**src/include/decode_settings.svh**
```systemverilog
`ifndef DECODE_SETTINGS_SVH
`define DECODE_SETTINGS_SVH

// Instruction and data width
`define XLEN 32

// Register file geometry
`define REG_ADDR_W 5
`define NUM_REGS 32

`endif

```
**src/logic/decodePkg.sv**
```systemverilog
package decodePkg;

    // Opcode class, picked from instr[6:0]
    typedef enum logic [2:0] {
        rType  = 3'd0,
        iType  = 3'd1,
        load   = 3'd2,
        store  = 3'd3,
        branch = 3'd4,
        other  = 3'd5
    } opClassE;

    // ALU operation hint handed to execute
    typedef enum logic [1:0] {
        addOp   = 2'b00, // Address add for load/store
        subCmp  = 2'b01, // Compare for branch
        functOp = 2'b10  // Decode by funct3/funct7
    } aluOpE;

    // Load/store flag
    typedef enum logic [1:0] {
        noAccess    = 2'b00,
        storeAccess = 2'b01,
        loadAccess  = 2'b10
    } memAccessE;

    // Control bundle, 10 bits
    typedef struct packed {
        logic      regWrite;
        logic      aluSrc;    // Immediate as second operand
        logic      branch;
        logic      memRead;
        logic      memWrite;
        logic      memToReg;
        aluOpE     aluOp;
        memAccessE memAccess;
    } ctrlS;

endpackage

```
**src/logic/uopIf.sv**
```systemverilog
`timescale 1ns/1ps
`include "decode_settings.svh"

interface uopIf;
    logic                   valid;
    logic                   ready;
    decodePkg::opClassE     opClass;
    decodePkg::ctrlS        ctrl;
    logic                   illegal;
    logic [`XLEN-1:0]       imm;
    logic [`REG_ADDR_W-1:0] rs1;
    logic [`REG_ADDR_W-1:0] rs2;
    logic [`REG_ADDR_W-1:0] rd;
    logic [2:0]             funct3;
    logic [6:0]             funct7;

    modport producer (
        output valid, opClass, ctrl, illegal, imm, rs1, rs2, rd, funct3, funct7,
        input  ready
    );

    modport consumer (
        input  valid, opClass, ctrl, illegal, imm, rs1, rs2, rd, funct3, funct7,
        output ready
    );
endinterface

```
**src/logic/controlDecoder.sv**
```systemverilog
`timescale 1ns/1ps

module controlDecoder (
    input  logic [6:0]         opcode,
    output decodePkg::opClassE opClass,
    output decodePkg::ctrlS    ctrl,
    output logic               illegal
);
    // RV32I major opcodes for the supported classes
    typedef enum logic [6:0] {
        opcRType  = 7'b0110011,
        opcIType  = 7'b0010011,
        opcLoad   = 7'b0000011,
        opcStore  = 7'b0100011,
        opcBranch = 7'b1100011
    } opcodeE;

    always_comb begin
        case (opcode)
            opcRType:  opClass = decodePkg::rType;
            opcIType:  opClass = decodePkg::iType;
            opcLoad:   opClass = decodePkg::load;
            opcStore:  opClass = decodePkg::store;
            opcBranch: opClass = decodePkg::branch;
            default:   opClass = decodePkg::other;
        endcase
    end

    // Controls follow from the class alone
    always_comb begin
        ctrl           = '0;
        ctrl.aluOp     = decodePkg::addOp;
        ctrl.memAccess = decodePkg::noAccess;
        illegal        = 1'b0;
        case (opClass)
            decodePkg::rType: begin
                ctrl.regWrite = 1'b1;
                ctrl.aluOp    = decodePkg::functOp;
            end
            decodePkg::iType: begin
                ctrl.regWrite = 1'b1;
                ctrl.aluSrc   = 1'b1;
                ctrl.aluOp    = decodePkg::functOp;
            end
            decodePkg::load: begin
                ctrl.regWrite  = 1'b1;
                ctrl.aluSrc    = 1'b1;
                ctrl.memRead   = 1'b1;
                ctrl.memToReg  = 1'b1;
                ctrl.memAccess = decodePkg::loadAccess;
            end
            decodePkg::store: begin
                ctrl.aluSrc    = 1'b1;
                ctrl.memWrite  = 1'b1;
                ctrl.memAccess = decodePkg::storeAccess;
            end
            decodePkg::branch: begin
                ctrl.branch = 1'b1;
                ctrl.aluOp  = decodePkg::subCmp;
            end
            default: illegal = 1'b1; // Unsupported opcode
        endcase
    end

endmodule

```
**src/logic/immGenerator.sv**
```systemverilog
`timescale 1ns/1ps
`include "decode_settings.svh"

module immGenerator (
    input  logic [`XLEN-1:0]   instr,
    input  decodePkg::opClassE opClass,
    output logic [`XLEN-1:0]   imm
);
    logic [11:0] immField; // Raw 12-bit field before extension

    always_comb begin
        case (opClass)
            decodePkg::iType,
            decodePkg::load: begin
                immField = instr[31:20];
            end
            decodePkg::store: begin
                immField = {instr[31:25], instr[11:7]};
            end
            decodePkg::branch: begin
                // Branch offset bits 12,11,10:5,4:1 packed into 12 bits
                immField = {instr[31], instr[7], instr[30:25], instr[11:8]};
            end
            default: begin
                immField = '0; // R-type and illegal carry no immediate
            end
        endcase
    end

    // Field MSB is instr[31] for every layout
    assign imm = {{(`XLEN-12){immField[11]}}, immField};

endmodule

```
**src/logic/decodeStage.sv**
```systemverilog
`timescale 1ns/1ps
`include "decode_settings.svh"

module decodeStage (
    input  logic             clk,
    input  logic             rstN,
    input  logic             instrValid,
    output logic             instrReady,
    input  logic [`XLEN-1:0] instr,
    uopIf.producer           uop
);
    decodePkg::opClassE decOpClass;
    decodePkg::ctrlS    decCtrl;
    logic               decIllegal;
    logic [`XLEN-1:0]   decImm;
    logic               accept;

    controlDecoder ctrlDec (
        .opcode  (instr[6:0]),
        .opClass (decOpClass),
        .ctrl    (decCtrl),
        .illegal (decIllegal)
    );

    immGenerator immGen (
        .instr   (instr),
        .opClass (decOpClass),
        .imm     (decImm)
    );

    // Empty, or draining this cycle
    assign instrReady = !uop.valid || uop.ready;
    assign accept     = instrValid && instrReady;

    always_ff @(posedge clk) begin
        if (!rstN) begin
            uop.valid <= 1'b0;
        end else if (instrReady) begin
            uop.valid <= instrValid;
        end
    end

    always_ff @(posedge clk) begin
        if (accept) begin
            uop.opClass <= decOpClass;
            uop.ctrl    <= decCtrl;
            uop.illegal <= decIllegal;
            uop.imm     <= decImm;
            uop.rs1     <= instr[19:15];
            uop.rs2     <= instr[24:20];
            uop.rd      <= instr[11:7];
            uop.funct3  <= instr[14:12];
            uop.funct7  <= instr[31:25];
        end
    end

    // A stalled micro-op must hold until operandRead takes it
    assert property (@(posedge clk) disable iff (!rstN)
        uop.valid && !uop.ready |=> uop.valid &&
            $stable({uop.opClass, uop.ctrl, uop.illegal, uop.imm, uop.rs1,
                     uop.rs2, uop.rd, uop.funct3, uop.funct7}))
        else $error("uop changed while stalled");

endmodule

```
**src/logic/operandRead.sv**
```systemverilog
`timescale 1ns/1ps
`include "decode_settings.svh"

module operandRead (
    input  logic                   clk,
    input  logic                   rstN,
    uopIf.consumer                 uop,
    input  logic                   wbEn,
    input  logic [`REG_ADDR_W-1:0] wbAddr,
    input  logic [`XLEN-1:0]       wbData,
    output logic                   outValid,
    input  logic                   outReady,
    output decodePkg::opClassE     outClass,
    output decodePkg::ctrlS        outCtrl,
    output logic                   outIllegal,
    output logic [`REG_ADDR_W-1:0] outRd,
    output logic [2:0]             outFunct3,
    output logic [6:0]             outFunct7,
    output logic [`XLEN-1:0]       outImm,
    output logic [`XLEN-1:0]       outRs1Data,
    output logic [`XLEN-1:0]       outRs2Data
);
    logic [`XLEN-1:0] regFile [`NUM_REGS];
    logic             accept;

    // Register file, x0 never written so it stays zero
    always_ff @(posedge clk) begin
        if (!rstN) begin
            for (int i = 0; i < `NUM_REGS; i++) begin
                regFile[i] <= '0;
            end
        end else if (wbEn && wbAddr != '0) begin
            regFile[wbAddr] <= wbData;
        end
    end

    assign uop.ready = !outValid || outReady;
    assign accept    = uop.valid && uop.ready;

    always_ff @(posedge clk) begin
        if (!rstN) begin
            outValid <= 1'b0;
        end else if (uop.ready) begin
            outValid <= uop.valid;
        end
    end

    // Operands sampled together with the micro-op
    always_ff @(posedge clk) begin
        if (accept) begin
            outClass   <= uop.opClass;
            outCtrl    <= uop.ctrl;
            outIllegal <= uop.illegal;
            outRd      <= uop.rd;
            outFunct3  <= uop.funct3;
            outFunct7  <= uop.funct7;
            outImm     <= uop.imm;
            outRs1Data <= regFile[uop.rs1];
            outRs2Data <= regFile[uop.rs2];
        end
    end

    // Source x0 must come out as zero
    assert property (@(posedge clk) disable iff (!rstN)
        accept && uop.rs1 == '0 |=> outValid && outRs1Data == '0)
        else $error("rs1 of x0 read nonzero");

    assert property (@(posedge clk) disable iff (!rstN)
        accept && uop.rs2 == '0 |=> outValid && outRs2Data == '0)
        else $error("rs2 of x0 read nonzero");

endmodule

```
**src/logic/decodeTop.sv**
```systemverilog
`timescale 1ns/1ps
`include "decode_settings.svh"

module decodeTop (
    input  logic                    clk,
    input  logic                    rstN,
    input  logic                    instrValid,
    output logic                    instrReady,
    input  logic [`XLEN-1:0]        instr,
    input  logic                    wbEn,
    input  logic [`REG_ADDR_W-1:0]  wbAddr,
    input  logic [`XLEN-1:0]        wbData,
    output logic                    outValid,
    input  logic                    outReady,
    output decodePkg::opClassE      outClass,
    output logic                    outRegWrite,
    output logic                    outAluSrc,
    output logic                    outBranch,
    output logic                    outMemRead,
    output logic                    outMemWrite,
    output logic                    outMemToReg,
    output decodePkg::aluOpE        outAluOp,
    output decodePkg::memAccessE    outMemAccess,
    output logic [`REG_ADDR_W-1:0]  outRd,
    output logic [2:0]              outFunct3,
    output logic [6:0]              outFunct7,
    output logic [`XLEN-1:0]        outImm,
    output logic [`XLEN-1:0]        outRs1Data,
    output logic [`XLEN-1:0]        outRs2Data,
    output logic                    outIllegal
);
    decodePkg::ctrlS ctrlOut;

    uopIf uopBus ();

    decodeStage decStage (
        .clk        (clk),
        .rstN       (rstN),
        .instrValid (instrValid),
        .instrReady (instrReady),
        .instr      (instr),
        .uop        (uopBus.producer)
    );

    operandRead opRead (
        .clk        (clk),
        .rstN       (rstN),
        .uop        (uopBus.consumer),
        .wbEn       (wbEn),
        .wbAddr     (wbAddr),
        .wbData     (wbData),
        .outValid   (outValid),
        .outReady   (outReady),
        .outClass   (outClass),
        .outCtrl    (ctrlOut),
        .outIllegal (outIllegal),
        .outRd      (outRd),
        .outFunct3  (outFunct3),
        .outFunct7  (outFunct7),
        .outImm     (outImm),
        .outRs1Data (outRs1Data),
        .outRs2Data (outRs2Data)
    );

    // Control bundle split onto flat ports
    assign outRegWrite  = ctrlOut.regWrite;
    assign outAluSrc    = ctrlOut.aluSrc;
    assign outBranch    = ctrlOut.branch;
    assign outMemRead   = ctrlOut.memRead;
    assign outMemWrite  = ctrlOut.memWrite;
    assign outMemToReg  = ctrlOut.memToReg;
    assign outAluOp     = ctrlOut.aluOp;
    assign outMemAccess = ctrlOut.memAccess;

endmodule

```
**config.mk**
```make
export PLATFORM = sky130hd
export DESIGN_NAME = decodeTop
export DESIGN_NICKNAME = d
export VERILOG_FILES = /design/src/logic/decodePkg.sv /design/src/logic/uopIf.sv /design/src/logic/controlDecoder.sv /design/src/logic/immGenerator.sv /design/src/logic/decodeStage.sv /design/src/logic/operandRead.sv /design/src/logic/decodeTop.sv
export VERILOG_INCLUDE_DIRS = /design/src /design/src/include
export SDC_FILE = /design/constraint.sdc
export NUM_CORES = 2
export LEC_CHECK = 0
export BUFFER_PORTS_ARGS = -buffer_cell sky130_fd_sc_hd__buf_4
export CAP_MARGIN = 20
export CORE_MARGIN = 8
export CORE_UTILIZATION = 45
export CTS_BUF_LIST = sky130_fd_sc_hd__clkbuf_16
export CTS_CLUSTER_DIAMETER = 80
export DETAILED_ROUTE_END_ITERATION = 8
export PLACE_DENSITY = 0.73
export SETUP_SLACK_MARGIN = 0.4
export SKIP_LAST_GASP = 1
export SYNTH_ARGS = -nofsm -noshare
export SYNTH_HDL_FRONTEND = slang
export SYNTH_SLANG_ARGS = --single-unit
```
**constraint.sdc**
```tcl
create_clock -name clk -period 7.15 [get_ports clk]
set_input_delay 0.3575 -clock clk [delete_from_list [all_inputs] [get_ports clk]]
set_output_delay 0.3575 -clock clk [all_outputs]
set_load 0.02 [all_outputs]
```
==> flow_summary.toml <==
[run_status]
status = "finished, violations left"
violations = "slew limit"

[cts]
numCtsBuffers = 121
cts_tree = "done"
cts_max_level = 3
clkLatencyLatePin_ns = 0.75
cts_sinks = 1178
clock-root-buffer = "clkbuf_16"
clkTransAtPathRegs_ns = 0.06
clk_path_buf_depth = 3

[place]
place.gp.congestion = 0.861
dpl_cell_area_sq_mm = 0.0638
portBuffers = 200
placed_cells = 6482
dp_hpwl_mm = 114

[worst_setup_path]
critPathCapture = "opRead.outRs2Data[6]$_DFFE_PP_"
ff2ff_path_depth = 7
cp.arrival_ns = 4.26
path_class = "register to register"
crit_fanout = 138
rr_startpoint = "decStage.uop.rs2[1]$_DFFE_PP_"
worst_r2r_endpoint = "opRead.outRs2Data[6]$_DFFE_PP_"
start_kind = "register"
crit_start = "decStage.uop.rs2[1]$_DFFE_PP_"
path_cells = "buf_4, buf_12, mux2i_1, a22o_1, nor3_1, a31oi_1, nand3_1"
critPathMaxStageDelay_ns = 0.81
cp_slowest_cell = "buf_12"
cp-end-kind = "register"
rrSetupSlack_ns = 3.45
crit_required_ns = 7.72

[detailed_routing]
wl_per_cell_um = 29.9
drt_first_pass_iters = 9
drt_iter0_drc = 6410
postRouteAntennaNets = 0
drc_errors = 0
drt-total-wl_mm = 202
via_count = 42500
vias_per_cell = 6.30

[synth]
yosys.area_share.xor_xnor = 0
synth_simple_gate_area_frac = 0.143
synth.area.mux_share = 0.169
synth_top_area_cell = "edfxtp_1"
synthAdderAreaFrac = 0
synth.distinct_cells = 34
netlist_area_sq_mm = 0.0607
synth_ff_type = "edfxtp_1"
synth_area_leaders = "edfxtp_1 (58%), mux2i_1 (17%), and2_1 (10%), a22oi_1 (2.4%), a22o_1 (1.9%)"
synth_edf_count = 1176
synth_top_family_by_area = "multiplexers"
async_flop_share = 0
synth_top_area_share = 0.582
synth_warnings = 0
ys_ff_latch = 1178
netlist_instances = 4838
synth.avg_cell_area_sq_um = 12.5
seq_area_frac_synth = 0.583
synth_compound_area_frac = 0.0693

[timing]
hold_viol_final = 0
worstMarginPinSlew_ns = 1.54
fin_crit_sh = 0.517
slew_headroom = -0.0295
whs_ns = 0.115
rsz0062_at_grt = "false"
skew_ns = 0.0310
tns_ns = 0
period_needed_ns = 3.70
setup_viol = 0
slew_violations = 29
fmax_ghz = 0.271

[pwr]
totalPowerFinal_w = 0.0165
vdd_ir_drop_max_mv = 0.220
cellPowerDensity_mw_per_mm2 = 241
leakage_nw = 26.4

[floorplan]
coreArea_sq_mm = 0.134
die_width_um = 383
fp.dieH_um = 383
rows = 134
dieArea_sq_mm = 0.147
start_util = 0.454
io_pins = 201

[grt]
use_met2 = 0.395
grtUsageTotal = 0.264
antenna_found_initial = 21
grt_max_degree = 139
grt-ovfl-total = 0
globalRouteMet1Util = 0.358
grt_pass1_vias = 41500
busiest_layer = "met2"
grt.met3_usage = 0.0886
grt_pass1_wl_mm = 286

[finish]
area_growth_pct = 12.5
most-common-layout-cells = "edfxtp_1 (1176), mux2i_1 (1024), and2_1 (992)"
final_common_cell = "edfxtp_1"
final_cells = 6752
layout-drive-gt1-share = 0.119
final_area_sq_mm = 0.0682
finish.net_count = 4946

[job]
maxCapViolCount = 0

[min_path]
hp-class = "input pin to register"
==> Yosys cell counts, drive strengths merged (4+ instances only) <==
cell type and count:
a22o 134, mux2i 1024, nand3 195, a21oi 195, a31oi 64, nand2b 4, edfxtp 1176, a22oi 197
inv 4, nor2b 6, nand2 209, o21ai 31, and2 995, nor3 67, nor2 47, clkbuf 294
buf 180
==> registers in the layout, indices dropped and copies added (netlist names), 3 cells and up <==
name / flops
opRead.regFile: 1024
opRead.outRs1Data: 32
opRead.outRs2Data: 32
decStage.uop.imm: 12
opRead.outImm: 12
decStage.uop.ctrl: 8
opRead.outCtrl: 8
decStage.uop.funct7: 7
opRead.outFunct7: 7
decStage.uop.rd: 5
decStage.uop.rs1: 5
decStage.uop.rs2: 5
opRead.outRd: 5
decStage.uop.funct3: 3
decStage.uop.opClass: 3
opRead.outClass: 3
opRead.outFunct3: 3
==> where the power goes <==
| group | total, W | internal (W) | switching [W] |
|---|---|---|---|
| Sequential | 0.00823 | 0.00801 | 0.000224 |
| Clock | 0.00641 | 0.00367 | 0.00274 |
| Combinational | 0.00181 | 0.000613 | 0.00120 |
==> critical path, delay by kind of cell (launching register included) <==
family	cells	cell delay [ns]
AO/OA/AOI/OAI	2	0.39
buffers and inverters	2	1.34
flip-flops	1	0.79
multiplexers	1	0.21
AND/OR/NAND/NOR	2	0.69
==> worst min path at each step <==
stage	startpoint	to	depth (start not counted)
after detailed placement	decStage.uop.ctrl[5]$_DFFE_PP_	opRead.outCtrl[5]$_DFFE_PP_	0
after floorplan	decStage.uop.opClass[0]$_DFFE_PP_	opRead.outClass[0]$_DFFE_PP_	0
final	wbData[12]	opRead.regFile[1][12]$_SDFFCE_PN0P_	2
after global placement	decStage.uop.rd[4]$_DFFE_PP_	opRead.outRd[4]$_DFFE_PP_	0
after global routing	wbData[0]	opRead.regFile[12][0]$_SDFFCE_PN0P_	2
after CTS	wbData[12]	opRead.regFile[1][12]$_SDFFCE_PN0P_	2
==> area by class of cell <==
cell class	count	area, sq um
Sequential cell	1178	35400
Inverter	4	15.0
Clock inverter	103	883
Multi-Input combinational cell	3213	23700
Fill cell	11200	65400
Antenna cell	8	20.0
Tap cell	1768	2210
Timing Repair Buffer	354	2920
Clock buffer	124	3100
==> stage by stage <==
| stage | utilization | setup WS, ns |
|---|---|---|
| 6_report | 0.511 | 3.45 |
| 5_1_grt | 0.510 | 3.43 |
| 4_1_cts | 0.510 | 3.64 |
| 3_5_place_dp | 0.478 | 3.64 |
| 3_3_place_gp | 0.477 | 3.73 |
| 2_1_floorplan | - | 1.45 |
==> cells by family after synthesis <==
kind of cell | after synthesis
AOI/OAI and AO/OA | 623
buffers and inverters | 478
DFF | 1178
muxes | 1024
other | 1
and+or+nand+nor | 1534
==> repair_timing <==
| item | in CTS | in global routing |
|---|---|---|
| resized for setup | 0 | 0 |
| endpoints found under the hold margin | 45 | 0 |
| hold buffers | 31 | 0 |
| setup buffers | 0 | 0 |
==> per-layer routing <==
metal  routed length, um  vias to the layer above
li1                    -                    17800
met1               78700                    21100
met2               87300                     3033
met3               28200                      545
met4                7800                       12
met5                  69                        -
(Power assumes the default switching activity.)
